<file path="src/sys_array_pkg.sv">
package sys_array_pkg;

  // Array geometry
  localparam int data_channels = 4;
  localparam int rslt_channels = 4;

  // Q4.12 operands and results
  localparam int op_width       = 16;
  localparam int op_frac_bits   = 12;
  localparam int rslt_width     = 16;
  localparam int rslt_frac_bits = 12;

  // Accumulator leaves headroom above the full product
  localparam int prod_width = 2 * op_width;
  localparam int psum_width = 40;
  localparam int rslt_lsb   = 2 * op_frac_bits - rslt_frac_bits;

  // Advance steps from acceptance to the output register
  localparam int pipe_depth       = data_channels + 1;
  localparam int reset_pipe_depth = 3;

  typedef logic signed [op_width-1:0]   op_t;
  typedef logic signed [rslt_width-1:0] rslt_t;
  typedef logic signed [psum_width-1:0] psum_t;

  typedef op_t   [data_channels-1:0] data_vec_t;
  typedef op_t   [rslt_channels-1:0] weight_row_t;
  // Indexed row then column
  typedef weight_row_t [data_channels-1:0] weight_mat_t;
  typedef rslt_t [rslt_channels-1:0] rslt_vec_t;
  typedef psum_t [rslt_channels-1:0] psum_row_t;

  typedef struct packed {
    data_vec_t data;
    logic      last;
  } op0_beat_t;

  typedef struct packed {
    weight_mat_t weight;
    logic        last;
  } op1_beat_t;

  typedef struct packed {
    rslt_vec_t result;
    logic      last;
  } rslt_beat_t;

endpackage

</file>
<file path="src/result_format.sv">
`timescale 1ns/1ns

module result_format import sys_array_pkg::*; (
  input  logic       clk,
  input  logic       core_rst,
  input  logic       out_load,
  input  logic       rslt_ready,
  input  psum_row_t  psum,
  input  logic       last,
  output logic       out_full,
  output rslt_beat_t rslt,
  output logic       rslt_valid
);

  rslt_vec_t scaled;

  // Clamp to the Q4.12 range when the dropped upper bits disagree with the sign
  function automatic rslt_t saturate(input psum_t sum);
    logic [psum_width-rslt_lsb-rslt_width:0] upper;
    upper = sum[psum_width-1:rslt_lsb+rslt_width-1];
    if ((&upper) || !(|upper)) begin
      saturate = sum[rslt_lsb+rslt_width-1:rslt_lsb];
    end else if (sum[psum_width-1]) begin
      saturate = {1'b1, {(rslt_width-1){1'b0}}};
    end else begin
      saturate = {1'b0, {(rslt_width-1){1'b1}}};
    end
  endfunction

  for (genvar i = 0; i < rslt_channels; i++) begin : sat_gen
    assign scaled[i] = saturate(psum[i]);
  end

  always_ff @(posedge clk) begin
    if (core_rst) begin
      out_full <= 1'b0;
    end else if (out_load) begin
      out_full <= 1'b1;
    end else if (rslt_ready) begin
      out_full <= 1'b0;
    end
  end

  // Output payload only changes on a load
  always_ff @(posedge clk) begin
    if (out_load) begin
      rslt <= '{result: scaled, last: last};
    end
  end

  assign rslt_valid = out_full;

endmodule

</file>
<file path="config.mk">
export PLATFORM = sky130hd
export DESIGN_NAME = result_format
export DESIGN_NICKNAME = d
export VERILOG_FILES = /design/src/sys_array_pkg.sv /design/src/result_format.sv
export SDC_FILE = /design/constraint.sdc
export NUM_CORES = 1
export LEC_CHECK = 0
export ABC_AREA = 1
export BUFFER_PORTS_ARGS = -buffer_cell sky130_fd_sc_hd__buf_2
export CAP_MARGIN = 20
export CORE_ASPECT_RATIO = 1.75
export CORE_MARGIN = 2
export CORE_UTILIZATION = 41
export DETAILED_ROUTE_END_ITERATION = 10
export PLACE_DENSITY = 0.81
export SYNTH_ARGS = -nofsm -noshare
export SYNTH_HDL_FRONTEND = slang
export SYNTH_SLANG_ARGS = --single-unit
</file>
<file path="constraint.sdc">
create_clock -name clk -period 3.6 [get_ports clk]
set_clock_uncertainty 0.1 [all_clocks]
set_input_delay 0.54 -clock clk [delete_from_list [all_inputs] [get_ports clk]]
set_output_delay 0.54 -clock clk [all_outputs]
set_load 0.01 [all_outputs]
</file>
# ---- Word-level counts from Yosys, hierarchy flattened
# Cells that the tools add are included.
dict set report totals {
  regBits 66
  output_inout_bits 67
  in_bits 165
  elab_cells 33
}
dict set report op_classes {
  n_reduce_logical 17
  n_mux 10
}
# op n
set ops {}
lappend ops {{16-bit 2-to-1 mux} 8}
lappend ops {{13-bit AND reduction} 4}
lappend ops {{13-bit OR reduction} 4}
lappend ops {{1-bit logical NOT} 4}
lappend ops {{1-bit logical OR} 4}
lappend ops {{1-bit 2-to-1 mux} 2}
lappend ops {{2-bit nonzero test} 1}

# ---- Longest topological paths before layout
dict set report depth {
  depth_word 4
  mapped_depth 9
  ltp_nobuf 8
}

# ---- Worst setup path after synthesis
# Ideal clock, no wire load.
dict set report synth_timing {
  path_type {input port to flip-flop}
  startpoint {in psum[70] in the netlist's numbering}
  endpoint {reg rslt[22] in the netlist's numbering (data pin)}
  t_required_ns 3.248
  setup_slack_ns 1.986
  t_arrival_ns 1.262
  stages 6
  n_path_buf 1
  setup_ns 0.252
  cell_sequence {or2_4 -> nor2_4 -> nand2_4 -> nand3b_4 -> buf_8 -> nand2_2}
}
# element line
set synth_rtl {}
lappend synth_rtl {{start: declaration} result_format.sv:8} ;# input psum_row_t psum,
lappend synth_rtl {{end signal: assignment} result_format.sv:47} ;# rslt <= '{result: scaled, last: last};
lappend synth_rtl {{end: declaration} result_format.sv:11} ;# output rslt_beat_t rslt,

# ---- Final worst setup path
dict set report layout_timing {
  startpoint {in out_load}
  endpoint {reg rslt[60] in the netlist's numbering, enable pin}
}
# element line
set layout_rtl {}
lappend layout_rtl {{start: declaration} result_format.sv:6} ;# input logic out_load,
# No word-level cell between the ends.

==> results.yml <==
status:
  status: "finished clean"
logic_synthesis:
  synth_top_family_by_area: "simple AND/OR/NAND/NOR gates"
  synthArstFlopShare: 0
  seq_area_frac_synth: 0.614
  synth_ff_type: "edfxtp_1"
  synth_xor_area_frac: 0
  yosys.area_share.adder: 0
  muxShareOfSynthArea: 0
  syn_inst: 314
  synth_area_sq_mm: 0.00321
  yosysWarnings: 0
  synth-edff-count: 65
  synth_compound_area_frac: 0.00156
  syn_area_per_cell_sq_um: 10.2
  syn_nets: 479
  synth-simple-area-share: 0.328
  netlist-cell-type-count: 22
  ys_ff_latch: 66
clock_network:
  cts_root_buffer: "clkbuf_16"
  cts_tree: "yes"
  post_cts.repair.setup_buffers: 0
  clk_pin_slew_worst_paths_ps: 50
  numCtsBuffers: 9
  worst_skew_pair.late_latency_ps: 320
  cts_htree_levels: 3
  cts.sinks: 66
  cts_hold_buf: 0
  cts_resized: 0
  clockBufferDepth: 2
timing:
  slew_headroom: 0.511
  hold_violations: 0
  tns_ps: 0
  period_needed_ps: 1780
  drv_slew: 0
  final.period_utilization: 0.495
  hold_slack_ps: 279
  grt_setup_unrepaired: "false"
  setup_violations: 0
  max_freq_ghz: 0.561
  finalWorstSetupSlack_ps: 1820
  tightest_slew_ps: 733
worst_setup_path:
  reg2regPathDepth: 2
  endpoint_kind: "flop"
  cpLargestDelayFamily: "buffers and inverters"
  cp_data_arrival_time_ps: 1650
  startpoint_type: "input port"
  cp_slowest_stage_delay_ps: 560
  crit_slowest_cell: "buf_2"
  crit_path_cell_trace: "buf_2 > buf_4"
  crit_buf_inv: 2
  cp_num_cells: 2
  path_max_fanout: 35
  crit_type: "in2reg"
  cp_data_required_time_ps: 3470
final_layout:
  final_common_cell: "buf_2"
  fin_nets: 661
  drive_above_1_share: 0.515
  post-route-util: 0.590
  fill_cells: 672
  layout_common_cells: "buf_2 (183), nand2_1 (120), edfxtp_1 (65)"
  diodes: 0
  final_area_sq_mm: 0.00446
  syn_to_final_growth_pct: 38.9
power:
  pwr-share-comb: 0.110
  seqPwrFrac: 0.430
  p_int_uw: 1700
  p_sw_uw: 462
  pwr-share-clk: 0.461
  p_sw_frac: 0.214
  power.density_mw_per_mm2: 484
  vdd_ir_drop_max_mv: 0.354
  p_leak_uw: 0.00213
placed_design:
  dpl.hpwl_microns: 5820
  post_dp_cell_area_sq_mm: 0.00412
  port_buffers: 183
  place_ws_ps: 1450
  gp_congestion: 0.745
route:
  via_count: 2744
  drt_iter0_drc: 137
  vias_per_cell: 4.66
  drc: 0
  firstDrtPassIters: 6
  wl_per_cell_microns: 13.1
  ant_nets: 0
  wl_microns: 7710
grt:
  first_global_vias: 2758
  grt.total_usage: 0.186
  antenna_found_initial: 1
  grt-ovfl-total: 0
  grt_max_degree: 36
  grt_pass1_wl_microns: 12400
die:
  coreArea_sq_mm: 0.00757
  die-height_microns: 121
  dieArea_sq_mm: 0.00859
  pin_count: 232
  rows: 42
  start_util: 0.424
  die_w_microns: 70.9
min_path:
  hp-class: "in2reg"
  worstHoldPathCells: 2
flow_run:
  drv_cap: 0
-- logic make-up after synthesis --
family | count (synthesis)
buffers and inverters | 28
AO/OA/AOI/OAI | 1
flip-flops | 66
AND/OR/NAND/NOR | 219
-- layer usage --
layer  vias up  track usage  share of wire
li1       1369            -              -
met2       141        0.320           0.50
met5         -            0         0.0014
met1      1216        0.208           0.38
met4         2       0.0849          0.024
met3        16       0.0556          0.089
-- cells in the mapped netlist (2+ instances only) --
| master | number | share of area |
|---|---|---|
| or2_4 | 2 | 0.0055 |
| buf_4 | 3 | 0.0070 |
| buf_6 | 3 | 0.011 |
| nor2_2 | 2 | 0.0039 |
| nor2_4 | 2 | 0.0070 |
| clkbuf_1 | 4 | 0.0047 |
| nand2_1 | 120 | 0.14 |
| or2_1 | 2 | 0.0039 |
| nand3_1 | 4 | 0.0062 |
| buf_12 | 2 | 0.012 |
| inv_1 | 14 | 0.016 |
| nand3_2 | 4 | 0.012 |
| nor2_1 | 35 | 0.041 |
| nand2_2 | 42 | 0.082 |
| edfxtp_1 | 65 | 0.61 |
| nand2_4 | 4 | 0.014 |
-- final timing paths --
path / from / slack (ps) / to
hold reg to reg: out_full / 470 / out_full
setup / recovery: out_load / 1820 / rslt[60]
hold / removal: core_rst / 280 / out_full
setup reg to reg: out_full / 2850 / out_full
-- sequential cells by signal, summed over array words and instances, names as in the netlist --
signal and flops:
out_full 1, rslt 65
-- power groups by stage --
stage / combinational [uW] / clock, uW / sequential (uW)
after floorplan: 56.0 / 0 / 977
after global placement: 232 / 0 / 940
after detailed placement: 238 / 0 / 943
after CTS: 239 / 1010 / 929
after global routing: 262 / 1040 / 933
final: 236 / 994 / 927
-- through the flow --
step | power (uW) | cells
4_1_cts | 2180 | 589
6_report | 2160 | 589
3_5_place_dp | 1180 | 573
3_3_place_gp | 1170 | 573
5_1_grt | 2240 | 589
2_1_floorplan | 1030 | 314
-- final cells by class --
class | instances | area (sq um) | area share
well taps | 88 | 110 | 0.0247
multi-input cells | 220 | 1060 | 0.237
repair buffers | 184 | 923 | 0.207
clock buffers | 10 | 229 | 0.0513
flip-flops and latches | 66 | 1970 | 0.442
clock inverters | 6 | 114 | 0.0255
inverters | 15 | 56.3 | 0.0126
(Power assumes the default switching activity.)
