===== config.mk =====
export PLATFORM = sky130hd
export DESIGN_NAME = array_control
export DESIGN_NICKNAME = d
export VERILOG_FILES = /design/src/sys_array_pkg.sv /design/src/array_control.sv
export SDC_FILE = /design/constraint.sdc
export NUM_CORES = 1
export LEC_CHECK = 0
export BUFFER_PORTS_ARGS = -buffer_cell sky130_fd_sc_hd__buf_2
export CAP_MARGIN = 0
export CORE_AREA = 2 2 39 41
export CTS_CLUSTER_SIZE = 28
export DETAILED_ROUTE_END_ITERATION = 8
export DIE_AREA = 0 0 41 43
export PLACE_DENSITY = 0.58
export SLEW_MARGIN = 10
export SYNTH_ARGS = -nofsm -noshare
export SYNTH_HDL_FRONTEND = slang
export SYNTH_SLANG_ARGS = --single-unit

===== constraint.sdc =====
create_clock -name clk -period 1.1 [get_ports clk]
set_clock_uncertainty 0.1 [all_clocks]
set_input_delay 0.22 -clock clk [delete_from_list [all_inputs] [get_ports clk]]
set_output_delay 0.22 -clock clk [all_outputs]
set_load 0.03 [all_outputs]

===== src/sys_array_pkg.sv =====
package sys_array_pkg;

  // Array geometry
  localparam int data_channels = 4;
  localparam int rslt_channels = 4;

  // Q4.12 operands and results
  localparam int op_width       = 16;
  localparam int op_frac_bits   = 12;
  localparam int rslt_width     = 16;
  localparam int rslt_frac_bits = 12;

  // Accumulator leaves headroom above the full product
  localparam int prod_width = 2 * op_width;
  localparam int psum_width = 40;
  localparam int rslt_lsb   = 2 * op_frac_bits - rslt_frac_bits;

  // Advance steps from acceptance to the output register
  localparam int pipe_depth       = data_channels + 1;
  localparam int reset_pipe_depth = 3;

  typedef logic signed [op_width-1:0]   op_t;
  typedef logic signed [rslt_width-1:0] rslt_t;
  typedef logic signed [psum_width-1:0] psum_t;

  typedef op_t   [data_channels-1:0] data_vec_t;
  typedef op_t   [rslt_channels-1:0] weight_row_t;
  // Indexed row then column
  typedef weight_row_t [data_channels-1:0] weight_mat_t;
  typedef rslt_t [rslt_channels-1:0] rslt_vec_t;
  typedef psum_t [rslt_channels-1:0] psum_row_t;

  typedef struct packed {
    data_vec_t data;
    logic      last;
  } op0_beat_t;

  typedef struct packed {
    weight_mat_t weight;
    logic        last;
  } op1_beat_t;

  typedef struct packed {
    rslt_vec_t result;
    logic      last;
  } rslt_beat_t;

endpackage


===== src/array_control.sv =====
`timescale 1ns/1ns

module array_control import sys_array_pkg::*; (
  input  logic clk,
  input  logic internal_reset,
  input  logic op0_valid,
  input  logic op1_valid,
  input  logic op0_last,
  input  logic op1_last,
  output logic op0_ready,
  output logic op1_ready,
  input  logic out_full,
  input  logic rslt_ready,
  output logic advance,
  output logic accept,
  output logic out_load,
  output logic out_last,
  output logic err_unaligned,
  output logic core_rst
);

  logic [pipe_depth-1:1]       vld_q;
  logic [pipe_depth-1:1]       last_q;
  logic [reset_pipe_depth-1:0] rst_sr;
  logic                        rst_cause;

  // Whole pipeline moves as one unit
  assign advance = (!out_full || rslt_ready) && !core_rst;
  assign accept  = advance && op0_valid && op1_valid;

  // Join of the two input streams
  assign op0_ready = advance && op1_valid;
  assign op1_ready = advance && op0_valid;

  // Occupancy bit per stage, accept acts as stage 0
  always_ff @(posedge clk) begin
    if (core_rst) begin
      vld_q <= '0;
    end else if (advance) begin
      vld_q <= {vld_q[pipe_depth-2:1], accept};
    end
  end

  // tlast rides beside the occupancy bit
  always_ff @(posedge clk) begin
    if (advance) begin
      last_q <= {last_q[pipe_depth-2:1], op0_last};
    end
  end

  assign out_load = vld_q[pipe_depth-1] && advance;
  assign out_last = last_q[pipe_depth-1];

  // Sticky until the core reset clears it
  always_ff @(posedge clk) begin
    if (core_rst) begin
      err_unaligned <= 1'b0;
    end else if (accept && (op0_last != op1_last)) begin
      err_unaligned <= 1'b1;
    end
  end

  assign rst_cause = internal_reset || err_unaligned;

  // Reset pipeline stretches core_rst past the end of its cause
  always_ff @(posedge clk) begin
    rst_sr   <= {rst_sr[reset_pipe_depth-2:0], rst_cause};
    core_rst <= rst_cause || (|rst_sr);
  end

endmodule


## Word-level counts from Yosys, hierarchy flattened

Cells that the tools add are included.

| operators by class | value |
|---|---|
| eq/ne operators | 1 |
| reductions and logical operators | 12 |

Operators by type and width:

| kind | number |
|---|---|
| 1-bit logical AND | 6 |
| 1-bit logical OR | 3 |
| 3-bit OR reduction | 1 |
| 1-bit logical NOT | 2 |
| 1-bit != test | 1 |

| storage, ports and cells | value |
|---|---|
| register bits after elaboration | 13 |
| output and inout bits | 8 |
| word-level logic and storage cells | 18 |

## Longest topological paths before layout

Gate-level depths: netlist of the first run.

| logic depth | value |
|---|---|
| depth after elaboration | 6 |
| gate-level depth with buffers | 3 |
| mapped depth without buffers | 3 |

## Least setup slack after synthesis of the first run

No wires, ideal clock.

| timing | value |
|---|---|
| path kind | reg2out |
| start | register core_rst |
| end | output accept |
| arrival | 1.347 ns |
| data required time | 0.780 ns |
| slack | -0.567 ns |
| stages on the path, launching flop included | 3 |
| path buffers | 0 |
| cells stage by stage | dfxtp_1 > nor2_2 > and3_1 |

| between the ends | value |
|---|---|
| cells in the longest elaborated chain, start to end | 4 |

Ends and longest elaborated chain:

| what | RTL line | text |
|---|---|---|
| start, declared | array_control.sv:19 | `output logic core_rst` |
| start signal, assigned | array_control.sv:68 | `core_rst <= rst_cause \|\| (\|rst_sr);` |
| 1-bit logical NOT | array_control.sv:28 | `assign advance = (!out_full \|\| rslt_ready) && !core_rst;` |
| 1-bit logical AND | array_control.sv:28 |  |
| named net advance | array_control.sv:14 | `output logic advance,` |
| 1-bit logical AND (2 in series) | array_control.sv:29 | `assign accept = advance && op0_valid && op1_valid;` |
| end, declared | array_control.sv:15 | `output logic accept,` |

The timed path passes the listed nets, and every way through them passes these cells.

## Worst setup path in the final report of the first run

| timing | value |
|---|---|
| start | register core_rst |
| end | output accept |

| between the ends | value |
|---|---|
| cells in the longest elaborated chain, start to end | 4 |

Ends and longest elaborated chain:

| what | RTL line |
|---|---|
| 1-bit logical NOT | array_control.sv:28 |
| 1-bit logical AND | array_control.sv:28 |
| 1-bit logical AND (2 in series) | array_control.sv:29 |

No other way between the ends.

==> results_tabular.tex, run 1 <==
\begin{tabular}{lr}
\hline
Metric & Value \\
\hline
\multicolumn{2}{l}{\textbf{Timing}} \\
Post-layout worst setup margin & -295 ps \\
Number of slew-limit violations in the final report & 0 \\
Worst slew slack as a fraction of its limit & 0.878 \\
Min Clock Period, post-route & approximately 1400 ps \\
Timing-limited maximum frequency & roughly 720 MHz \\
Final hold slack & approximately 55 ps \\
Final setup vio count & 9 \\
Share of the clock period used by the worst path & 1.27 \\
Slew at the pin closest to its max-slew limit & about 180 ps \\
Unrepaired setup endpoints after global routing & yes \\
Final Hold Violating Endpoints & 0 \\
\multicolumn{2}{l}{\textbf{Clocking}} \\
TritonCTS buffer count & 3 \\
CTS tree & done \\
Clk pin slew, worst setup/hold paths & roughly 70 ps \\
Worst-skew pair later-pin latency & approximately 260 ps \\
Number of buffers inserted by hold repair at cts & 0 \\
Clock tree root driver cell & clkbuf\_4 \\
Number of clock sinks & 13 \\
Deepest level of the CTS H-tree & 1 \\
Maximum clock insertion buffer count & 2 \\
\multicolumn{2}{l}{\textbf{Logic synthesis}} \\
Commonest register cell after synthesis & dfxtp\_1 \\
Synthesized-area fraction occupied by xor and xnor cells & 0.0203 \\
Share of synthesized area occupied by flip-flops and latches & 0.696 \\
Average cell area after synthesis & 11.7 µm² \\
Top cells by area in the synthesized netlist & dfxtp\_1 (42\%), edfxtp\_1 (28\%), nand2\_1 (6.1\%), a21oi\_1 (4.6\%), and2\_1 (4.3\%) \\
Synthesis-stage register bit count & 13 \\
Number of warnings reported in the yosys synthesis log & 0 \\
Adder-cell share of the synthesized area & 0 \\
Post-Synthesis Net Count & 45 \\
Post-synth EDFFs & 4 \\
Combinational family with the most area after synthesis & simple AND/OR/NAND/NOR gates \\
Syn Inst Count & 37 \\
Simple-gate area share of the yosys netlist & 0.217 \\
Distinct cell type count of the synthesized netlist & 15 \\
Area share of the leading cell type in the synthesized netlist & 0.417 \\
Most frequent cell after synthesis & dfxtp\_1 \\
Mux share of post-synthesis cell area & 0 \\
Cell type contributing the most total cell area after synthesis & dfxtp\_1 \\
Synthesized-area fraction occupied by ao, oa, aoi and oai cells & 0.0667 \\
Post-synth design cell area & $\sim$430 µm² \\
Most used standard cells in the synthesized netlist & dfxtp\_1 (9), nand2\_1 (7), a21oi\_1 (4), edfxtp\_1 (4), and2\_1 (3) \\
Async set or reset register ratio after synthesis & 0 \\
\multicolumn{2}{l}{\textbf{Worst setup path}} \\
Launching instance or port of the critical path & core\_rst \\
Destination of the critical timing path & accept \\
Reg2Reg Capture Point & core\_rst \\
Data required time of the critical path & 780 ps \\
Worst Reg2Reg Path Length in Cells & 2 \\
Endpoint class of the critical path & output pin \\
Arrival time of data at the critical path endpoint & approximately 1100 ps \\
Startpoint of the lowest-slack register-to-register path & err\_unaligned \\
Worst reg-to-reg setup slack & -70 ps \\
Kind of launch point of the worst setup path & flop \\
Largest fanout of any net on the critical path & 6 \\
WS Path Type & reg -> out \\
\multicolumn{2}{l}{\textbf{Route}} \\
Routed WL per cell & $\sim$9.6 µm \\
TritonRoute pass-1 iters & 2 \\
Routed via count & approximately 360 \\
Vias per Instance & 4.44 \\
Final Routed Wirelength & $\sim$770 µm \\
\# DRC & 0 \\
Antenna Violating Nets Remaining & 0 \\
Initial detailed-routing violation count & 5 \\
\multicolumn{2}{l}{\textbf{Pwr}} \\
Worst IR drop on VDD & just under 0.0006 V \\
Cell area power density & roughly 1200 nW/µm² \\
Power consumption & 848 µW \\
Leakage power & between 0.0002 and 0.0003 µW \\
\multicolumn{2}{l}{\textbf{GRT}} \\
Antenna violations before repair & 0 \\
Vias in the first global route & between 300 and 400 \\
Largest net degree at the start of global routing & 8 \\
Global-route usage over all layers & 0.114 \\
Global-route wire length before repair & between 1000 and 1500 µm \\
Total gr overflow & 0 \\
\multicolumn{2}{l}{\textbf{Floorplan}} \\
IO Pins & 16 \\
Starting density of the core & 0.312 \\
Die width & $\sim$40 µm \\
Placeable core area & roughly 1400 µm² \\
Overall die area & 1760 µm² \\
Standard-cell row count & 14 \\
Height of the die & about 43 µm \\
\multicolumn{2}{l}{\textbf{Placed design}} \\
Count of buffers from port buffering & 15 \\
HPWL reported at the end of detailed placement & about 580 µm \\
Routability Congestion & $\sim$0.67 \\
\multicolumn{2}{l}{\textbf{Finish}} \\
Area growth, synth to finish & 59.7\% \\
Proportion of layout cells with a drive suffix above 1 & 0.516 \\
Number of antenna diodes & 0 \\
Layout Utilization & 0.498 \\
Final net count & 73 \\
\multicolumn{2}{l}{\textbf{Outcome}} \\
Outcome & complete, but fails checks \\
Violations in the final reports & negative setup slack \\
\multicolumn{2}{l}{\textbf{Min path}} \\
Hold Crit Class & in -> reg \\
\multicolumn{2}{l}{\textbf{Flow run}} \\
Max-cap violations & 0 \\
\hline
\end{tabular}
==> routing by layer <==
layer	wire, µm	global-route usage	vias to the layer above
li1	-	-	182
met1	329	0.155	162
met2	381	0.141	11
met3	59	0.0628	0
met4	0	0.0600	0
met5	0	0	-
==> how the worst min path moves through the flow <==
stage               slack [ps]  startpoint   endpoint  depth (start not counted)
finish                      50    op0_last  last_q[1]                          1
detailed placement         230   rst_sr[1]  rst_sr[2]                          0
global route                40    op0_last  last_q[1]                          1
floorplan                  220    op0_last  last_q[1]                          0
CTS                         50    op0_last  last_q[1]                          1
global placement           220   rst_sr[1]  rst_sr[2]                          0
==> cell families (layout without fill, tap and decap cells) <==
group                  count (synthesis)  in the layout
AND/OR/NAND/NOR                       18             18
flip-flops                            13             13
AO/OA/AOI/OAI                          5              5
XOR/XNOR                               1              1
buffers and inverters                  0             27
==> through the flow <==
step / cells / setup TNS, ps / cell area [µm²] / worst slack, ps
floorplan: 37 / -1460 / 454 / -272
global placement: 73 / -1700 / 587 / -264
detailed placement: 73 / -1870 / 587 / -288
CTS: 78 / -1670 / 671 / -299
global route: 80 / -2110 / 689 / -340
finish: 80 / -1680 / 689 / -295
==> layout make-up <==
| type | count | area, µm² |
|---|---|---|
| fillers | 134 | 694 |
| well taps | 16 | 20.0 |
| flip-flops and latches | 13 | 305 |
| multi-input cells | 24 | 149 |
| clock buffers | 4 | 26.3 |
| repair buffers | 23 | 189 |
==> cells in the final DEF, fill, tap and decap left out, drive strengths merged <==
| cell | count |
|---|---|
| a21oi | 4 |
| a41oi | 1 |
| and2 | 3 |
| and2b | 1 |
| and3 | 1 |
| buf | 23 |
| clkbuf | 4 |
| dfxtp | 9 |
| edfxtp | 4 |
| nand2 | 7 |
| nand2b | 1 |
| nand3 | 1 |
| nor2 | 2 |
| or2 | 1 |
| or4 | 1 |
| xor2 | 1 |
==> power breakdown <==
group | internal [µW] | total (µW) | leakage, µW | switching (µW)
clock | 140 | 278 | 0.0000150 | 138
combinational | 34.4 | 66.9 | 0.000160 | 32.5
sequential | 500 | 504 | 0.000110 | 3.82
==> state kept, by name (all words and copies together) (netlist names) <==
signal,flops
last_q,4
core_rst,1
vld_q,4
err_unaligned,1
rst_sr,3
==> worst max-delay path: stages (launching register included) <==
cell     delay [ps]
dfxtp_2         340
nor2_4          150
and3_4          210
buf_6           120
==> what timing repair did <==
| action | in CTS | in global routing |
|---|---|---|
| setup endpoints to repair | 9 | 9 |
| resized for setup | 16 | 1 |
| endpoints found under the hold margin | 0 | 0 |
| buffers inserted | 1 | 2 |
Note: power is estimated with default switching activity, not from simulation.
==> run 2, diff against run 1 <==
--- a/config.mk
+++ b/config.mk
@@ -12,6 +12,7 @@
 export DETAILED_ROUTE_END_ITERATION = 8
 export DIE_AREA = 0 0 41 43
 export PLACE_DENSITY = 0.58
+export SKIP_CTS_REPAIR_TIMING = 1
 export SLEW_MARGIN = 10
 export SYNTH_ARGS = -nofsm -noshare
 export SYNTH_HDL_FRONTEND = slang
==> run 2 against run 1 <==
Effect of this change:
- the flow still finishes with violations (negative setup slack)
- maximum frequency down 2.0%
- sequential share of layout area fell by 1.4 points
- die area stayed put
- via count up 0.28%
- clock power about the same
- final area is 3.3% higher
- routed wire length grew 3.3%
- register-to-register slack about the same
- combinational power increased by 6.3%
- non-clock buffer count rose by 1
- first-iteration DRC count is 40% higher
- final cell count up 1.3%
- largest power group unchanged
==> results_tabular.tex, run 2 (synthesis gave the netlist of run 1 again) <==
\begin{tabular}{lr}
\hline
Metric & Value \\
\hline
\multicolumn{2}{l}{\textbf{Finish}} \\
Post-Layout Inst Area & 712 µm² (was 689 µm²) \\
Most common library cell in the layout ignoring fill and taps & buf\_6 (unchanged) \\
Number of antenna diodes & 0 (unchanged) \\
Largest registers & last\_q (4), vld\_q (4), rst\_sr (3) (unchanged) \\
Area growth, synth to finish & 64.9\% (was 59.7\%) \\
Final net count & 74 (was 73) \\
Proportion of layout cells with a drive suffix above 1 & 0.523 (was 0.516) \\
Most frequent cells in the layout & buf\_6 (13), nand2\_1 (7), buf\_2 (7), dfxtp\_1 (7) (was buf\_6 (9), nand2\_1 (7), buf\_2 (7), buf\_4 (7), dfxtp\_1 (7)) \\
\multicolumn{2}{l}{\textbf{Min path}} \\
Hold Crit Class & in -> reg (unchanged) \\
\multicolumn{2}{l}{\textbf{Pwr}} \\
Net switching component of the power & 175 µW (was 174 µW) \\
Cell area power density & 1200 nW/µm² (was 1230 nW/µm²) \\
Clock power frac & 0.326 (was 0.327) \\
Leakage power & 0.000292 µW (was 0.000285 µW) \\
Share of total power in combinational logic & 0.083 (was 0.079) \\
Internal power & 678 µW (was 674 µW) \\
Switching part of the total power & 0.206 (was 0.205) \\
Worst IR drop on VDD & 0.000580 V (about the same) \\
Portion of total power attributed to sequential cells & 0.590 (was 0.594) \\
\multicolumn{2}{l}{\textbf{GRT}} \\
Global-route usage over all layers & 0.110 (was 0.114) \\
Largest net degree at the start of global routing & 8 (unchanged) \\
Total gr overflow & 0 (unchanged) \\
Antenna violations before repair & 0 (unchanged) \\
Vias in the first global route & 324 (was 325) \\
Global-route wire length before repair & 1270 µm (was 1320 µm) \\
\multicolumn{2}{l}{\textbf{Worst setup path}} \\
Worst Reg2Reg Path Length in Cells & 2 (unchanged) \\
Launching instance or port of the critical path & core\_rst (unchanged) \\
Reg2Reg Capture Point & core\_rst (unchanged) \\
Largest fanout of any net on the critical path & 6 (unchanged) \\
Cell at the slowest stage of the critical path & dfxtp\_2 (unchanged) \\
Peak per-stage delay on the critical path & 340 ps (about the same) \\
Data required time of the critical path & 780 ps (about the same) \\
Destination of the critical timing path & accept (unchanged) \\
Worst reg-to-reg setup slack & -70 ps (about the same) \\
Endpoint class of the critical path & output pin (unchanged) \\
Kind of launch point of the worst setup path & flop (unchanged) \\
Startpoint of the lowest-slack register-to-register path & err\_unaligned (unchanged) \\
Cell Chain, Critical Path & nor2\_4, and3\_4, buf\_6 (unchanged) \\
WS Path Type & reg -> out (unchanged) \\
Arrival time of data at the critical path endpoint & 1100 ps (was 1080 ps) \\
\multicolumn{2}{l}{\textbf{Placed design}} \\
Pre-CTS setup slack & -288 ps (unchanged) \\
Routability Congestion & 0.667 (unchanged) \\
Count of buffers from port buffering & 15 (unchanged) \\
HPWL reported at the end of detailed placement & 578 µm (unchanged) \\
Post-Place Cell Area & 587 µm² (unchanged) \\
\multicolumn{2}{l}{\textbf{Floorplan}} \\
Placeable core area & 1380 µm² (unchanged) \\
Die width & 41 µm (unchanged) \\
Starting density of the core & 0.312 (unchanged) \\
Standard-cell row count & 14 (unchanged) \\
IO Pins & 16 (unchanged) \\
Overall die area & 1760 µm² (unchanged) \\
Height of the die & 43 µm (unchanged) \\
\multicolumn{2}{l}{\textbf{Route}} \\
Vias per Instance & 4.40 (was 4.44) \\
Final Routed Wirelength & 794 µm (was 769 µm) \\
Routed via count & 356 (was 355) \\
\# DRC & 0 (unchanged) \\
Routed WL per cell & 9.80 µm (was 9.61 µm) \\
TritonRoute pass-1 iters & 3 (was 2) \\
Antenna Violating Nets Remaining & 0 (unchanged) \\
Initial detailed-routing violation count & 7 (was 5) \\
\multicolumn{2}{l}{\textbf{Clocking}} \\
CTS tree & done (unchanged) \\
Clock tree root driver cell & clkbuf\_4 (unchanged) \\
Worst-skew pair later-pin latency & 260 ps (about the same) \\
Maximum clock insertion buffer count & 2 (unchanged) \\
TritonCTS buffer count & 3 (unchanged) \\
Clk pin slew, worst setup/hold paths & 70 ps (about the same) \\
Number of clock sinks & 13 (unchanged) \\
Deepest level of the CTS H-tree & 1 (unchanged) \\
\multicolumn{2}{l}{\textbf{Timing}} \\
Number of slew-limit violations in the final report & 0 (unchanged) \\
Share of the clock period used by the worst path & 1.29 (was 1.27) \\
Unrepaired setup endpoints after global routing & yes (unchanged) \\
Final Hold Violating Endpoints & 0 (unchanged) \\
Final setup vio count & 11 (was 9) \\
Final hold slack & 53.5 ps (was 54.6 ps) \\
TNS Setup & -1790 ps (was -1680 ps) \\
Slew at the pin closest to its max-slew limit & 182 ps (was 183 ps) \\
Post-layout worst setup margin & -323 ps (was -295 ps) \\
Worst slew slack as a fraction of its limit & 0.879 (was 0.878) \\
Min Clock Period, post-route & 1420 ps (was 1400 ps) \\
Timing-limited maximum frequency & 703 MHz (was 717 MHz) \\
\multicolumn{2}{l}{\textbf{Outcome}} \\
Outcome & complete, but fails checks (unchanged) \\
Violations in the final reports & negative setup slack (unchanged) \\
\multicolumn{2}{l}{\textbf{Flow run}} \\
Max-cap violations & 0 (unchanged) \\
\hline
\end{tabular}
-- run 2: stage by stage --
stage	cells	util	total power, µW
2_1_floorplan	37	-	541
4_1_cts	77	0.443	854
5_1_grt	81	0.514	908
6_report	81	0.514	853
3_3_place_gp	73	0.424	572
3_5_place_dp	73	0.424	572
-- run 2: how the worst min path moves through the flow --
| stage | from | endpoint | slack [ps] | depth (start not counted) |
|---|---|---|---|---|
| floorplan | op0_last | last_q[1] | 220 | 0 |
| finish | op0_last | last_q[1] | 50 | 1 |
| detailed placement | rst_sr[1] | rst_sr[2] | 230 | 0 |
| CTS | op0_last | last_q[1] | 50 | 1 |
| global placement | rst_sr[1] | rst_sr[2] | 220 | 0 |
| global route | op0_last | last_q[1] | 40 | 1 |
-- run 2: critical path, delay by kind of cell (launching register included) --
kind / cells / cell delay (ps)
buf+inv: 1 / 120
flops: 1 / 340
simple gates: 2 / 380
-- run 2: power by group through the flow --
stage          registers (µW)  clock network, µW  logic (µW)
2_1_floorplan             518                  0        23.0
3_3_place_gp              514                  0        57.6
3_5_place_dp              515                  0        57.6
4_1_cts                   503                293        57.9
5_1_grt                   505                326        77.4
6_report                  504                278        71.1
-- run 2: cell type report --
class	instances	area, µm²
Fill cell	138	672
Sequential cell	13	305
Timing Repair Buffer	24	211
Multi-Input combinational cell	24	149
Clock buffer	4	26.3
Tap cell	16	20.0
-- run 2: routing by layer --
| metal | share of wire | up-vias | global-route usage | wire length, µm |
|---|---|---|---|---|
| met5 | 0 | - | 0 | 0 |
| met4 | 0 | 0 | 0.0600 | 0 |
| met3 | 0.086 | 0 | 0.0681 | 68 |
| met2 | 0.48 | 11 | 0.138 | 384 |
| met1 | 0.43 | 162 | 0.142 | 341 |
| li1 | - | 183 | - | - |
