==> config.mk <==
export PLATFORM = sky130hd
export DESIGN_NAME = operand_skew
export DESIGN_NICKNAME = d
export VERILOG_FILES = /design/src/sys_array_pkg.sv /design/src/operand_skew.sv
export SDC_FILE = /design/constraint.sdc
export NUM_CORES = 1
export LEC_CHECK = 0
export BUFFER_PORTS_ARGS = -buffer_cell sky130_fd_sc_hd__buf_2
export CAP_MARGIN = 15
export CORE_MARGIN = 5
export CORE_UTILIZATION = 30
export DETAILED_ROUTE_END_ITERATION = 10
export PLACE_DENSITY_LB_ADDON = 0.1
export SKIP_LAST_GASP = 1
export SLEW_MARGIN = 20
export SYNTH_ARGS = -nofsm -noshare
export SYNTH_HDL_FRONTEND = slang
export SYNTH_SLANG_ARGS = --single-unit
==> constraint.sdc <==
create_clock -name clk -period 12.02 [get_ports clk]
set_input_delay 1.202 -clock clk [delete_from_list [all_inputs] [get_ports clk]]
set_output_delay 1.202 -clock clk [all_outputs]
set_load 0.01 [all_outputs]
==> src/sys_array_pkg.sv <==
package sys_array_pkg;

  // Array geometry
  localparam int data_channels = 4;
  localparam int rslt_channels = 4;

  // Q4.12 operands and results
  localparam int op_width       = 16;
  localparam int op_frac_bits   = 12;
  localparam int rslt_width     = 16;
  localparam int rslt_frac_bits = 12;

  // Accumulator leaves headroom above the full product
  localparam int prod_width = 2 * op_width;
  localparam int psum_width = 40;
  localparam int rslt_lsb   = 2 * op_frac_bits - rslt_frac_bits;

  // Advance steps from acceptance to the output register
  localparam int pipe_depth       = data_channels + 1;
  localparam int reset_pipe_depth = 3;

  typedef logic signed [op_width-1:0]   op_t;
  typedef logic signed [rslt_width-1:0] rslt_t;
  typedef logic signed [psum_width-1:0] psum_t;

  typedef op_t   [data_channels-1:0] data_vec_t;
  typedef op_t   [rslt_channels-1:0] weight_row_t;
  // Indexed row then column
  typedef weight_row_t [data_channels-1:0] weight_mat_t;
  typedef rslt_t [rslt_channels-1:0] rslt_vec_t;
  typedef psum_t [rslt_channels-1:0] psum_row_t;

  typedef struct packed {
    data_vec_t data;
    logic      last;
  } op0_beat_t;

  typedef struct packed {
    weight_mat_t weight;
    logic        last;
  } op1_beat_t;

  typedef struct packed {
    rslt_vec_t result;
    logic      last;
  } rslt_beat_t;

endpackage

==> src/operand_skew.sv <==
`timescale 1ns/1ns

module operand_skew import sys_array_pkg::*; (
  input  logic        clk,
  input  logic        core_rst,
  input  logic        advance,
  input  logic        accept,
  input  op0_beat_t   op0,
  input  op1_beat_t   op1,
  output data_vec_t   row_data,
  output weight_mat_t row_weights
);

  data_vec_t   in_data;
  weight_mat_t in_weights;

  // Bubbles enter the array as zeros
  assign in_data    = accept ? op0.data : '0;
  assign in_weights = accept ? op1.weight : '0;

  for (genvar j = 0; j < data_channels; j++) begin : row_gen
    if (j == 0) begin : direct_gen
      // Top row sees the operands in the acceptance cycle
      assign row_data[0]    = in_data[0];
      assign row_weights[0] = in_weights[0];
    end else begin : delay_gen
      op_t         data_sr [j];
      weight_row_t wgt_sr  [j];

      // Row j is j advance steps late
      always_ff @(posedge clk) begin
        if (core_rst) begin
          for (int k = 0; k < j; k++) begin
            data_sr[k] <= '0;
            wgt_sr[k]  <= '0;
          end
        end else if (advance) begin
          data_sr[0] <= in_data[j];
          wgt_sr[0]  <= in_weights[j];
          for (int k = 1; k < j; k++) begin
            data_sr[k] <= data_sr[k-1];
            wgt_sr[k]  <= wgt_sr[k-1];
          end
        end
      end

      assign row_data[j]    = data_sr[j-1];
      assign row_weights[j] = wgt_sr[j-1];
    end
  end

endmodule

# Yosys cells after proc, flatten, opt, wreduce, memory -nomap -nowiden

Memories as Yosys holds them, arrays and structs flattened.
Index checks and enable logic that the tools add are counted.

Muxes and demuxes: 21
Reduce and logical (&&, ||, !) cells: 2
Bitwise logic cells: 10

Operators by type and width:

| operator          | number |
|---|---|
| $mux W64          | 7 |
| $mux W256         | 1 |
| $mux W16          | 6 |
| $reduce_or A64 Y1 | 1 |
| $reduce_or A16 Y1 | 1 |
| $or A1 B1 Y1      | 10 |
| $mux W1           | 7 |

Output and inout bits: 320
Register bits after elaboration: 0
Word-level logic and storage cells: 39
RAM bits: 480
Memories: 6

Memory list:

| memory                       | depth | bits a word | rd ports | clocked after memory_dff | write ports | RTL line           | source |
|---|---|---|---|---|---|---|---|
| row_gen[3].delay_gen.wgt_sr  | 3     | 64          | 3        | 0                        | 3           | operand_skew.sv:28 | `weight_row_t wgt_sr [j];` |
| row_gen[2].delay_gen.wgt_sr  | 2     | 64          | 2        | 0                        | 2           | operand_skew.sv:28 |  |
| row_gen[1].delay_gen.wgt_sr  | 1     | 64          | 1        | 0                        | 1           | operand_skew.sv:28 |  |
| row_gen[3].delay_gen.data_sr | 3     | 16          | 3        | 0                        | 3           | operand_skew.sv:27 | `op_t data_sr [j];` |
| row_gen[2].delay_gen.data_sr | 2     | 16          | 2        | 0                        | 2           | operand_skew.sv:27 |  |
| row_gen[1].delay_gen.data_sr | 1     | 16          | 1        | 0                        | 1           | operand_skew.sv:27 |  |

# Depth between registers and ports, before layout

Gate-level depths: netlist (run 1).

Depth after elaboration: 5
Mapped depth: 4

# Worst setup path after synthesis (run 1)

Ideal clock, no wire load.

Path kind: input to register
Start: input core_rst
End: memory row_gen[1].delay_gen.data_sr[0][0] in the netlist's numbering (enable)
Stages on the path: 4
Data arrival time: 12014 ps
Path slack: -877 ps
Required time: 11137 ps
Cell sequence: buf_4 > buf_4 > buf_2 > or2_1

Cells in the longest elaborated chain, start to end: 4

Ends and longest elaborated chain:

| what                               | RTL line           | source |
|---|---|---|
| start: declaration                 | operand_skew.sv:5  | `input logic core_rst,` |
| $mux W1                            | operand_skew.sv:32 | `if (core_rst) begin` |
| $mux W1 (implied by the code)      | operand_skew.sv:38 | `data_sr[0] <= in_data[j];` |
| $reduce_or A16 Y1 (no source line) | --                 |  |
| $mux W1 (no source line) (*)       | --                 |  |
| end: declaration                   | operand_skew.sv:27 |  |

Mark *: on every way between the ends. The rest lies on a longest branch, timed or not.

# Worst setup path after layout (run 1)

Start: input advance
End: memory row_gen[1].delay_gen.wgt_sr[0][2] in the netlist's numbering (enable)

Cells in the longest elaborated chain, start to end: 5

Ends and longest elaborated chain:

| what                               | RTL line           | source |
|---|---|---|
| start: declaration                 | operand_skew.sv:6  | `input logic advance,` |
| $mux W1 (*)                        | operand_skew.sv:37 | `end else if (advance) begin` |
| $mux W1 (*)                        | operand_skew.sv:32 |  |
| $mux W1 (implied by the code) (*)  | operand_skew.sv:39 | `wgt_sr[0] <= in_weights[j];` |
| $reduce_or A64 Y1 (no source line) | --                 |  |
| $mux W1 (no source line) (*)       | --                 |  |
| end: declaration                   | operand_skew.sv:28 |  |

Marked as above.

==> flow_metrics.py, run 1 <==
metrics = {
    "status": {
        "status": "completed",
    },
    "timing": {
        "finalMaxSlewViolations": 0,
        "fin_skew_ps": 13.1,
        "min_period_ps": 4290,
        "slew_headroom_pct": 27.8,
        "worstMarginPinSlew_ps": 1080,
        "fmax_mhz": 233,
        "setup_viol": 0,
        "period_share_pct": 35.7,
        "hold_viol": 0,
        "fin_tns_setup_ps": 0,
        "rsz0062_at_grt": "false",
    },
    "power_and_ir_drop": {
        "p_sw_share_pct": 23.2,
        "peakVddDrop_mv": 0.0917,
        "leakagePower_nw": 12.4,
        "intPower_mw": 3.01,
        "p_total_mw": 3.91,
        "p_clk_share_pct": 40.6,
        "pwr-share-comb_pct": 8.6,
        "power.density_mw_per_mm2": 152,
        "p_sw_mw": 0.907,
        "share_seq_of_total_power_pct": 50.8,
    },
    "drt": {
        "ant_nets": 0,
        "viasPerCell": 4.60,
        "wire_per_inst_um": 23.9,
        "vias": 12600,
        "drc": 0,
        "drt-initial-drc-count": 771,
        "routed_wl_um": 65900,
        "drt_pass1_iterations": 5,
    },
    "final_layout": {
        "area_growth_pct": 21.0,
        "layout-drive-gt1-share_pct": 40.5,
        "stdcell_count": 2751,
        "final_area_mm2": 0.0257,
        "post-route-util_pct": 36.6,
        "nets": 2081,
    },
    "clocking": {
        "post_cts_buffers": 0,
        "ctsLongestPathBuffers": 3,
        "clk_pin_slew_ps": 60,
        "cts_max_level": 2,
        "numClockSinks": 480,
        "clock-root-buffer": "clkbuf_16",
        "hold_buffers": 0,
        "numCtsBuffers": 55,
        "post_cts_resize_count": 0,
        "tritoncts": "built",
        "clock_latency_ps": 590,
    },
    "global_routing": {
        "antenna_found_initial": 36,
        "grt.met1_usage_pct": 19.7,
        "grt_use_total_pct": 16.5,
        "use_met3_pct": 6.49,
        "overflow": 0,
        "grt_pass1_wl_um": 93200,
        "busiest_layer": "met2",
        "grt_pass1_vias": 13100,
        "grt_max_degree": 221,
        "met2_usage_pct": 27.1,
    },
    "logic_synthesis": {
        "syn-instance-count": 1342,
        "yosysMostFrequentCell": "edfxtp_1",
        "ys_seq_elements": 480,
        "yosysTopAreaCell": "edfxtp_1",
        "synth_edf_count": 480,
        "async_flop_share_pct": 0,
        "ys_top_cells_by_area": "edfxtp_1, and4b_1, and3b_1, buf_4, and2_1",
        "yosysTopAreaCellShare_pct": 67.9,
        "syn-num-nets": 1668,
        "synthDistinctLibCells": 8,
        "yosys-top-cells-count": "edfxtp_1, and3b_1, and4b_1",
        "syn_area_per_cell_um2": 15.8,
        "yosysWarnings": 0,
        "ys_seq_area_share_pct": 67.9,
        "syn-cell-area_mm2": 0.0212,
        "ys.flop_type": "edfxtp_1",
    },
    "critical_path": {
        "cp_max_fo": 152,
        "worstSetupStartpointType": "input pin",
        "path_class": "input pin to flop",
        "cp_data_arrival_time_ps": 4480,
        "worstPathRequired_ps": 12220,
        "worstSetupEndpointType": "flop",
    },
    "floorplan": {
        "pin_count": 646,
        "rows": 97,
        "die_h_um": 276,
        "start_util_pct": 30.3,
        "fp.dieW_um": 276,
        "die-area_mm2": 0.0762,
        "core_area_mm2": 0.0701,
    },
    "placement": {
        "dp_hpwl_um": 44700,
        "io_buffer_count": 643,
        "gp_congestion": 0.986,
        "postPlaceCellArea_mm2": 0.0240,
        "place_inst": 2638,
    },
    "run": {
        "maxCapViolations": 0,
    },
    "worst_hold_path": {
        "worstHoldPathType": "flop to flop",
    },
}
## critical path, stage by stage
cell,delay [ps]
buf_8,550
or2_4,790
buf_4,850
buf_4,940
## flip-flops by register name, indices dropped and copies added (netlist names)
| name | count |
|---|---|
| row_gen.delay_gen.data_sr | 96 |
| row_gen.delay_gen.wgt_sr | 384 |
## stage by stage
| step | worst slack [ps] | hold slack, ps |
|---|---|---|
| after floorplan | 4020 | 531 |
| after global placement | 7020 | 533 |
| after detailed placement | 6960 | 538 |
| after CTS | 7610 | 537 |
| after global routing | 7410 | 558 |
| final | 7730 | 546 |
## cell families after synthesis
kind of cell | synth area share (%)
simple gates | 23.6
flops | 67.9
buf+inv | 8.47
## power groups by stage
stage	registers [mW]	logic [mW]	clock network [mW]
4_1_cts	1.99	0.346	1.65
6_report	1.99	0.336	1.59
3_5_place_dp	2.02	0.345	0
5_1_grt	2.00	0.365	1.72
3_3_place_gp	2.02	0.344	0
2_1_floorplan	2.04	0.194	0
## per-layer routing
layer	part of all wire (%)	up-vias
met4	4.3	26
met1	38	6174
met5	0.25	-
li1	-	5858
met3	9.4	137
met2	48	453
## final timing paths
path | startpoint | endpoint | slack [ps] | depth (start not counted)
setup / recovery | advance | row_gen[1].delay_gen.wgt_sr[0][2] | 7730 | 4
setup reg to reg | row_gen[3].delay_gen.wgt_sr[0][1] | row_gen[3].delay_gen.wgt_sr[0][65] | 11190 | 1
hold reg to reg | row_gen[2].delay_gen.wgt_sr[0][8] | row_gen[2].delay_gen.wgt_sr[0][72] | 550 | 1
hold / removal | row_gen[2].delay_gen.wgt_sr[0][8] | row_gen[2].delay_gen.wgt_sr[0][72] | 550 | 1
## final cells by class
class                           instances  area, µm²
Clock buffer                           78       1510
Tap cell                              940       1180
Sequential cell                       480      14400
Timing Repair Buffer                  657       3370
Fill cell                            6893      44500
Multi-Input combinational cell        561       5010
Antenna cell                           11       27.5
Clock inverter                         24        179
## placed cells by master, fill, tap and decap left out
| cell | instances |
|---|---|
| buf_2 | 640 |
| edfxtp_1 | 480 |
| and4b_1 | 240 |
| and3b_1 | 240 |
| and2_1 | 80 |
| clkbuf_16 | 57 |
| clkbuf_1 | 21 |
| buf_4 | 12 |
| diode_2 | 11 |
| clkinv_1 | 10 |
| clkinv_2 | 9 |
| bufinv_16 | 2 |
| buf_6 | 2 |
| buf_8 | 2 |
| or2_4 | 1 |
| inv_16 | 1 |
| clkinv_4 | 1 |
| clkinvlp_4 | 1 |
| buf_12 | 1 |
Note: power is estimated with default switching activity, not from simulation.
==> run 2: changes to the inputs <==
==> constraint.sdc (replaced) <==
create_clock -name clk -period 4.3 [get_ports clk]
set_input_delay 0.43 -clock clk [delete_from_list [all_inputs] [get_ports clk]]
set_output_delay 0.43 -clock clk [all_outputs]
set_load 0.01 [all_outputs]
==> run 2 against run 1 <==
Design area up 0.50%. First-iteration DRC count up 37%. Critical path depth down 1. Utilization up 0.18 points. Die area unchanged. Sequential share of layout area down 0.28 points. Sequential power rose to 2.8 times the previous value. Worst hold slack worse by 390 ps. Clock power rose to 2.8 times the previous value. Critical path type is now input pin to output pin.
==> flow_metrics.py, run 2 (synthesis results as in run 1) <==
metrics = {
    "final_layout": {
        "regMostFlops": "row_gen.delay_gen.wgt_sr",
        "area_growth_pct": 21.6,
        "layout_commonest_cell": "buf_2",
        "final_area_mm2": 0.0258,
        "layout-drive-gt1-share_pct": 40.9,
        "largestRegisters": "row_gen.delay_gen.wgt_sr: 384 flops, row_gen.delay_gen.data_sr: 96 flops",
        "final_cell_mix": "buf_2, edfxtp_1, and4b_1, and3b_1, and2_1",
        "nets": 2082,
        "largest_reg_flops": 384,
        "num-fill-cells": 6844,
    },
    "clocking": {
        "hold_buffers": 0,
        "post_cts_resize_count": 0,
        "clk_pin_slew_ps": 60,
        "numClockSinks": 480,
        "post_cts_buffers": 0,
        "ctsLongestPathBuffers": 3,
        "clock_latency_ps": 610,
        "tritoncts": "built",
        "clock-root-buffer": "clkbuf_16",
        "cts_max_level": 2,
        "numCtsBuffers": 55,
    },
    "timing": {
        "rsz0062_at_grt": "false",
        "period_share_pct": 49.3,
        "slew_headroom_pct": 30.3,
        "fmax_mhz": 472,
        "min_period_ps": 2120,
        "hold_viol": 0,
        "fin_skew_ps": 26.8,
        "setup_viol": 0,
        "finalMaxSlewViolations": 0,
        "worstMarginPinSlew_ps": 1050,
        "whs_ps": 156,
    },
    "worst_hold_path": {
        "worstHoldPathType": "input pin to flop",
    },
    "drt": {
        "routed_wl_um": 59600,
        "drc": 0,
        "drt_pass1_iterations": 5,
        "wire_per_inst_um": 21.6,
        "vias": 12500,
        "viasPerCell": 4.53,
        "ant_nets": 0,
        "drt-initial-drc-count": 1056,
    },
    "global_routing": {
        "grt_max_degree": 188,
        "antenna_found_initial": 23,
        "overflow": 0,
        "grt_pass1_vias": 12800,
        "grt_pass1_wl_um": 85700,
        "grt_use_total_pct": 14.8,
    },
    "run": {
        "maxCapViolations": 0,
    },
    "floorplan": {
        "core_area_mm2": 0.0701,
        "pin_count": 646,
        "die-area_mm2": 0.0762,
        "die_h_um": 276,
        "fp.dieW_um": 276,
        "rows": 97,
        "start_util_pct": 30.3,
    },
    "power_and_ir_drop": {
        "power.density_mw_per_mm2": 424,
        "leakagePower_nw": 12.4,
        "p_total_mw": 10.9,
        "peakVddDrop_mv": 0.305,
    },
    "critical_path": {
        "worstPathRequired_ps": 3870,
        "path_class": "input pin to output pin",
        "cp_data_arrival_time_ps": 1690,
        "worstSetupEndpointType": "output pin",
        "cpMaxStageDelayCell": "clkbuf_8",
        "worstSetupStartpointType": "input pin",
        "critical-path-max-stage-delay_ps": 580,
        "crit_path_cell_trace": "clkbuf_8 > and2_1 > buf_2",
        "cp_max_fo": 179,
    },
    "status": {
        "status": "completed",
    },
    "placement": {
        "gp_congestion": 0.868,
        "io_buffer_count": 643,
        "dp_hpwl_um": 38800,
        "postPlaceCellArea_mm2": 0.0241,
    },
}
## run 2: cell count changes in the layout (fill, tap and decap cells not counted), moves of 3 or more
cell	previous run	this run
buf_4	12	6
clkinv_1	10	13
clkbuf_1	21	12
clkinv_2	9	14
buf_12	1	9
## run 2: final timing paths
path                                                    startpoint                                 end  slack (ps)  cells past startpoint
worst max register to register   row_gen[2].delay_gen.wgt_sr[0][7]  row_gen[2].delay_gen.wgt_sr[0][71]        3420                      1
worst min-delay path                                      op1[202]   row_gen[3].delay_gen.wgt_sr[0][9]         160                      2
worst max-delay path                                        accept                     row_weights[56]        2180                      3
worst min register to register  row_gen[3].delay_gen.wgt_sr[0][21]  row_gen[3].delay_gen.wgt_sr[0][85]         530                      1
## run 2: layout make-up
type / instances / area [µm²] / area share, %
antenna: 13 / 32.5 / 0.126
timing repair buffer: 658 / 3470 / 13.5
sequential: 480 / 14400 / 55.8
multi-input combinational: 561 / 5010 / 19.4
clock inverter: 36 / 279 / 1.08
clock buffer: 67 / 1420 / 5.51
tap: 940 / 1180 / 4.56
## run 2: per-stage QoR
stage          TNS (ps)  utilization (%)  setup WS, ps  std cells
2_1_floorplan   -175450                -          -366       1342
6_report              0             36.8          2180       2755
5_1_grt               0             36.8          2110       2746
3_5_place_dp          0             34.3          1820       2639
3_3_place_gp          0             34.3          1810       2639
4_1_cts               0             36.7          2150       2742
## run 2: report_power, final
group / internal, mW / total [mW] / switching [mW]
clock network: 2.53 / 4.47 / 1.94
registers: 5.48 / 5.55 / 0.0744
logic: 0.379 / 0.921 / 0.542
total: 8.39 / 10.9 / 2.55
## run 2: critical path: cells and delay by family
| family | cells | cell delay (ps) |
|---|---|---|
| and+or+nand+nor | 1 | 300 |
| buffers and inverters | 2 | 740 |
## run 2: metal layers
layer | global-route usage, % | wire (µm) | up-vias
met3 | 6.95 | 6270 | 98
met1 | 18.7 | 24400 | 6095
met5 | 0 | 111 | -
met4 | 3.71 | 1170 | 16
li1 | - | - | 5862
met2 | 23.2 | 27700 | 409
==> run 3: changes to the inputs <==
==> constraint.sdc (replaced) <==
create_clock -name clk -period 2.2 [get_ports clk]
set_input_delay 0.22 -clock clk [delete_from_list [all_inputs] [get_ports clk]]
set_output_delay 0.22 -clock clk [all_outputs]
set_load 0.01 [all_outputs]
==> run 3 against run 2 <==
Utilization grew 4.0 points. Die area is the same. Sequential share of layout area shrank 5.5 points. Clock skew shrank 15 ps. Design area grew 11%. First-iteration DRC count shrank 28%. Global-route usage grew 0.35 points. Largest power group unchanged.
==> flow_metrics.py, run 3 (synthesis results as in run 1) <==
metrics = {
    "critical_path": {
        "cp_data_arrival_time_ps": 1290,
        "path_buf_inv": 3,
        "worstPathRequired_ps": 1980,
        "cp_max_fo": 63,
        "r2r_cells": 1,
        "worstSetupStartpointType": "input pin",
        "cpLargestDelayFamily": "buffers and inverters",
        "worstSetupEndpointType": "output pin",
        "r2r_start": "row_gen[2].delay_gen.wgt_sr[0][8]",
        "crit_path_cell_trace": "buf_6 > buf_4 > and2_1 > buf_2",
        "critical-path-max-stage-delay_ps": 380,
        "r2r_end": "row_gen[2].delay_gen.wgt_sr[0][72]",
        "cpMaxStageDelayCell": "buf_4",
        "path_class": "input pin to output pin",
        "r2r_slack_ps": 1360,
    },
    "power_and_ir_drop": {
        "share_seq_of_total_power_pct": 48.0,
        "peakVddDrop_mv": 0.568,
        "p_sw_share_pct": 22.5,
        "power.density_mw_per_mm2": 790,
        "pwr-share-comb_pct": 9.8,
        "leakagePower_nw": 13.6,
        "intPower_mw": 17.5,
        "p_sw_mw": 5.08,
        "p_clk_share_pct": 42.2,
    },
    "clocking": {
        "tritoncts": "built",
        "post_cts_resize_count": 0,
        "post_cts_buffers": 0,
        "numCtsBuffers": 55,
        "clk_pin_slew_ps": 60,
        "cts_max_level": 2,
        "numClockSinks": 480,
        "clock-root-buffer": "clkbuf_16",
        "hold_buffers": 233,
        "clock_latency_ps": 600,
        "ctsLongestPathBuffers": 3,
    },
    "placement": {
        "gp_congestion": 0.846,
        "place_inst": 2664,
        "dp_slack_ps": 570,
        "dp_hpwl_um": 41000,
        "io_buffer_count": 643,
    },
    "final_layout": {
        "stdcell_count": 3003,
        "largest_reg_flops": 384,
        "seq_area_mm2": 0.0144,
        "layout_commonest_cell": "buf_2",
        "num-fill-cells": 6683,
        "area_growth_pct": 34.9,
        "nets": 2340,
        "regMostFlops": "row_gen.delay_gen.wgt_sr",
        "final_cell_mix": "buf_2, edfxtp_1, and4b_1, and3b_1, dlygate4sd3_1",
        "largestRegisters": "row_gen.delay_gen.wgt_sr: 384 flops, row_gen.delay_gen.data_sr: 96 flops",
        "layout-drive-gt1-share_pct": 36.9,
        "multi_input_area_mm2": 0.00501,
        "post-route-util_pct": 40.8,
    },
    "timing": {
        "hold_viol": 0,
        "worstMarginPinSlew_ps": 694,
        "fmax_mhz": 661,
        "fin_skew_ps": 11.3,
        "rsz0062_at_grt": "false",
        "fin_ws_ps": 686,
        "setup_viol": 0,
        "min_period_ps": 1510,
        "period_share_pct": 68.8,
        "finalMaxSlewViolations": 0,
        "slew_headroom_pct": 53.7,
    },
    "run": {
        "maxCapViolations": 0,
    },
    "floorplan": {
        "fp.dieW_um": 276,
        "start_util_pct": 30.3,
        "pin_count": 646,
        "core_area_mm2": 0.0701,
        "die_h_um": 276,
        "die-area_mm2": 0.0762,
        "rows": 97,
    },
    "drt": {
        "drt-initial-drc-count": 765,
        "ant_nets": 0,
        "wire_per_inst_um": 20.2,
        "viasPerCell": 4.48,
        "drt_pass1_iterations": 4,
        "routed_wl_um": 60800,
        "vias": 13500,
        "drc": 0,
    },
    "status": {
        "status": "completed",
    },
    "worst_hold_path": {
        "worstHoldPathType": "input pin to flop",
        "worstHoldStart": "op0[17]",
        "holdPathStages": 2,
        "whs_endpoint": "row_gen[1].delay_gen.data_sr[0][0]",
    },
    "global_routing": {
        "grt_pass1_wl_um": 89400,
        "grt_use_total_pct": 15.2,
        "overflow": 0,
        "grt_pass1_vias": 14100,
        "grt_max_degree": 181,
        "antenna_found_initial": 6,
    },
}
-- run 3: cell types whose count changed in the layout (fill, tap and decap cells not counted), sizes merged --
cell         delta
clkinv          -7
diode          -10
inv             -1
dlygate4sd3   +233
bufinv          +7
buf            +26
-- run 3: area by class of cell --
type / count / share of cell area [%]
Tap cell: 940 / 4.11
Clock buffer: 68 / 4.98
Timing Repair Buffer: 916 / 21.4
Antenna cell: 3 / 0.0262
Multi-Input combinational cell: 561 / 17.5
Sequential cell: 480 / 50.4
Clock inverter: 35 / 1.60
-- run 3: power groups by stage --
stage / clock, mW / sequential [mW] / combinational (mW)
floorplan: 0 / 11.1 / 1.07
global placement: 0 / 11.0 / 1.90
detailed placement: 0 / 11.0 / 1.92
CTS: 9.88 / 10.9 / 2.28
global route: 10.3 / 10.9 / 2.42
finish: 9.54 / 10.9 / 2.23
-- run 3: layer usage --
layer | vias to the layer above | GRT usage, % | routed length (µm)
met1 | 6567 | 19.7 | 25700
met4 | 4 | 4.65 | 1740
met3 | 92 | 5.77 | 5440
met5 | - | 0 | 26
li1 | 6375 | - | -
met2 | 414 | 23.8 | 27800
-- run 3: per-stage QoR --
step / TNS [ps] / power (mW) / cell area [µm²] / hold WS, ps
after CTS: 0 / 23.0 / 28600 / 0.221
after detailed placement: 0 / 13.0 / 24400 / 538
after global placement: 0 / 12.9 / 24400 / 533
final: 0 / 22.6 / 28600 / 45.3
after floorplan: -1082650 / 12.2 / 21300 / 482
after global routing: 0 / 23.6 / 28600 / 15.0
-- run 3: how the worst max path moves through the flow --
stage / start / end / slack, ps / cells after the start
after global placement: core_rst / row_gen[1].delay_gen.wgt_sr[0][38] / 550 / 3
after floorplan: core_rst / row_gen[1].delay_gen.data_sr[0][0] / -2260 / 4
after global routing: accept / row_data[4] / 600 / 4
after CTS: row_gen[1].delay_gen.wgt_sr[0][48] / row_weights[112] / 630 / 1
after detailed placement: core_rst / row_gen[1].delay_gen.wgt_sr[0][40] / 570 / 3
final: accept / row_data[5] / 690 / 4
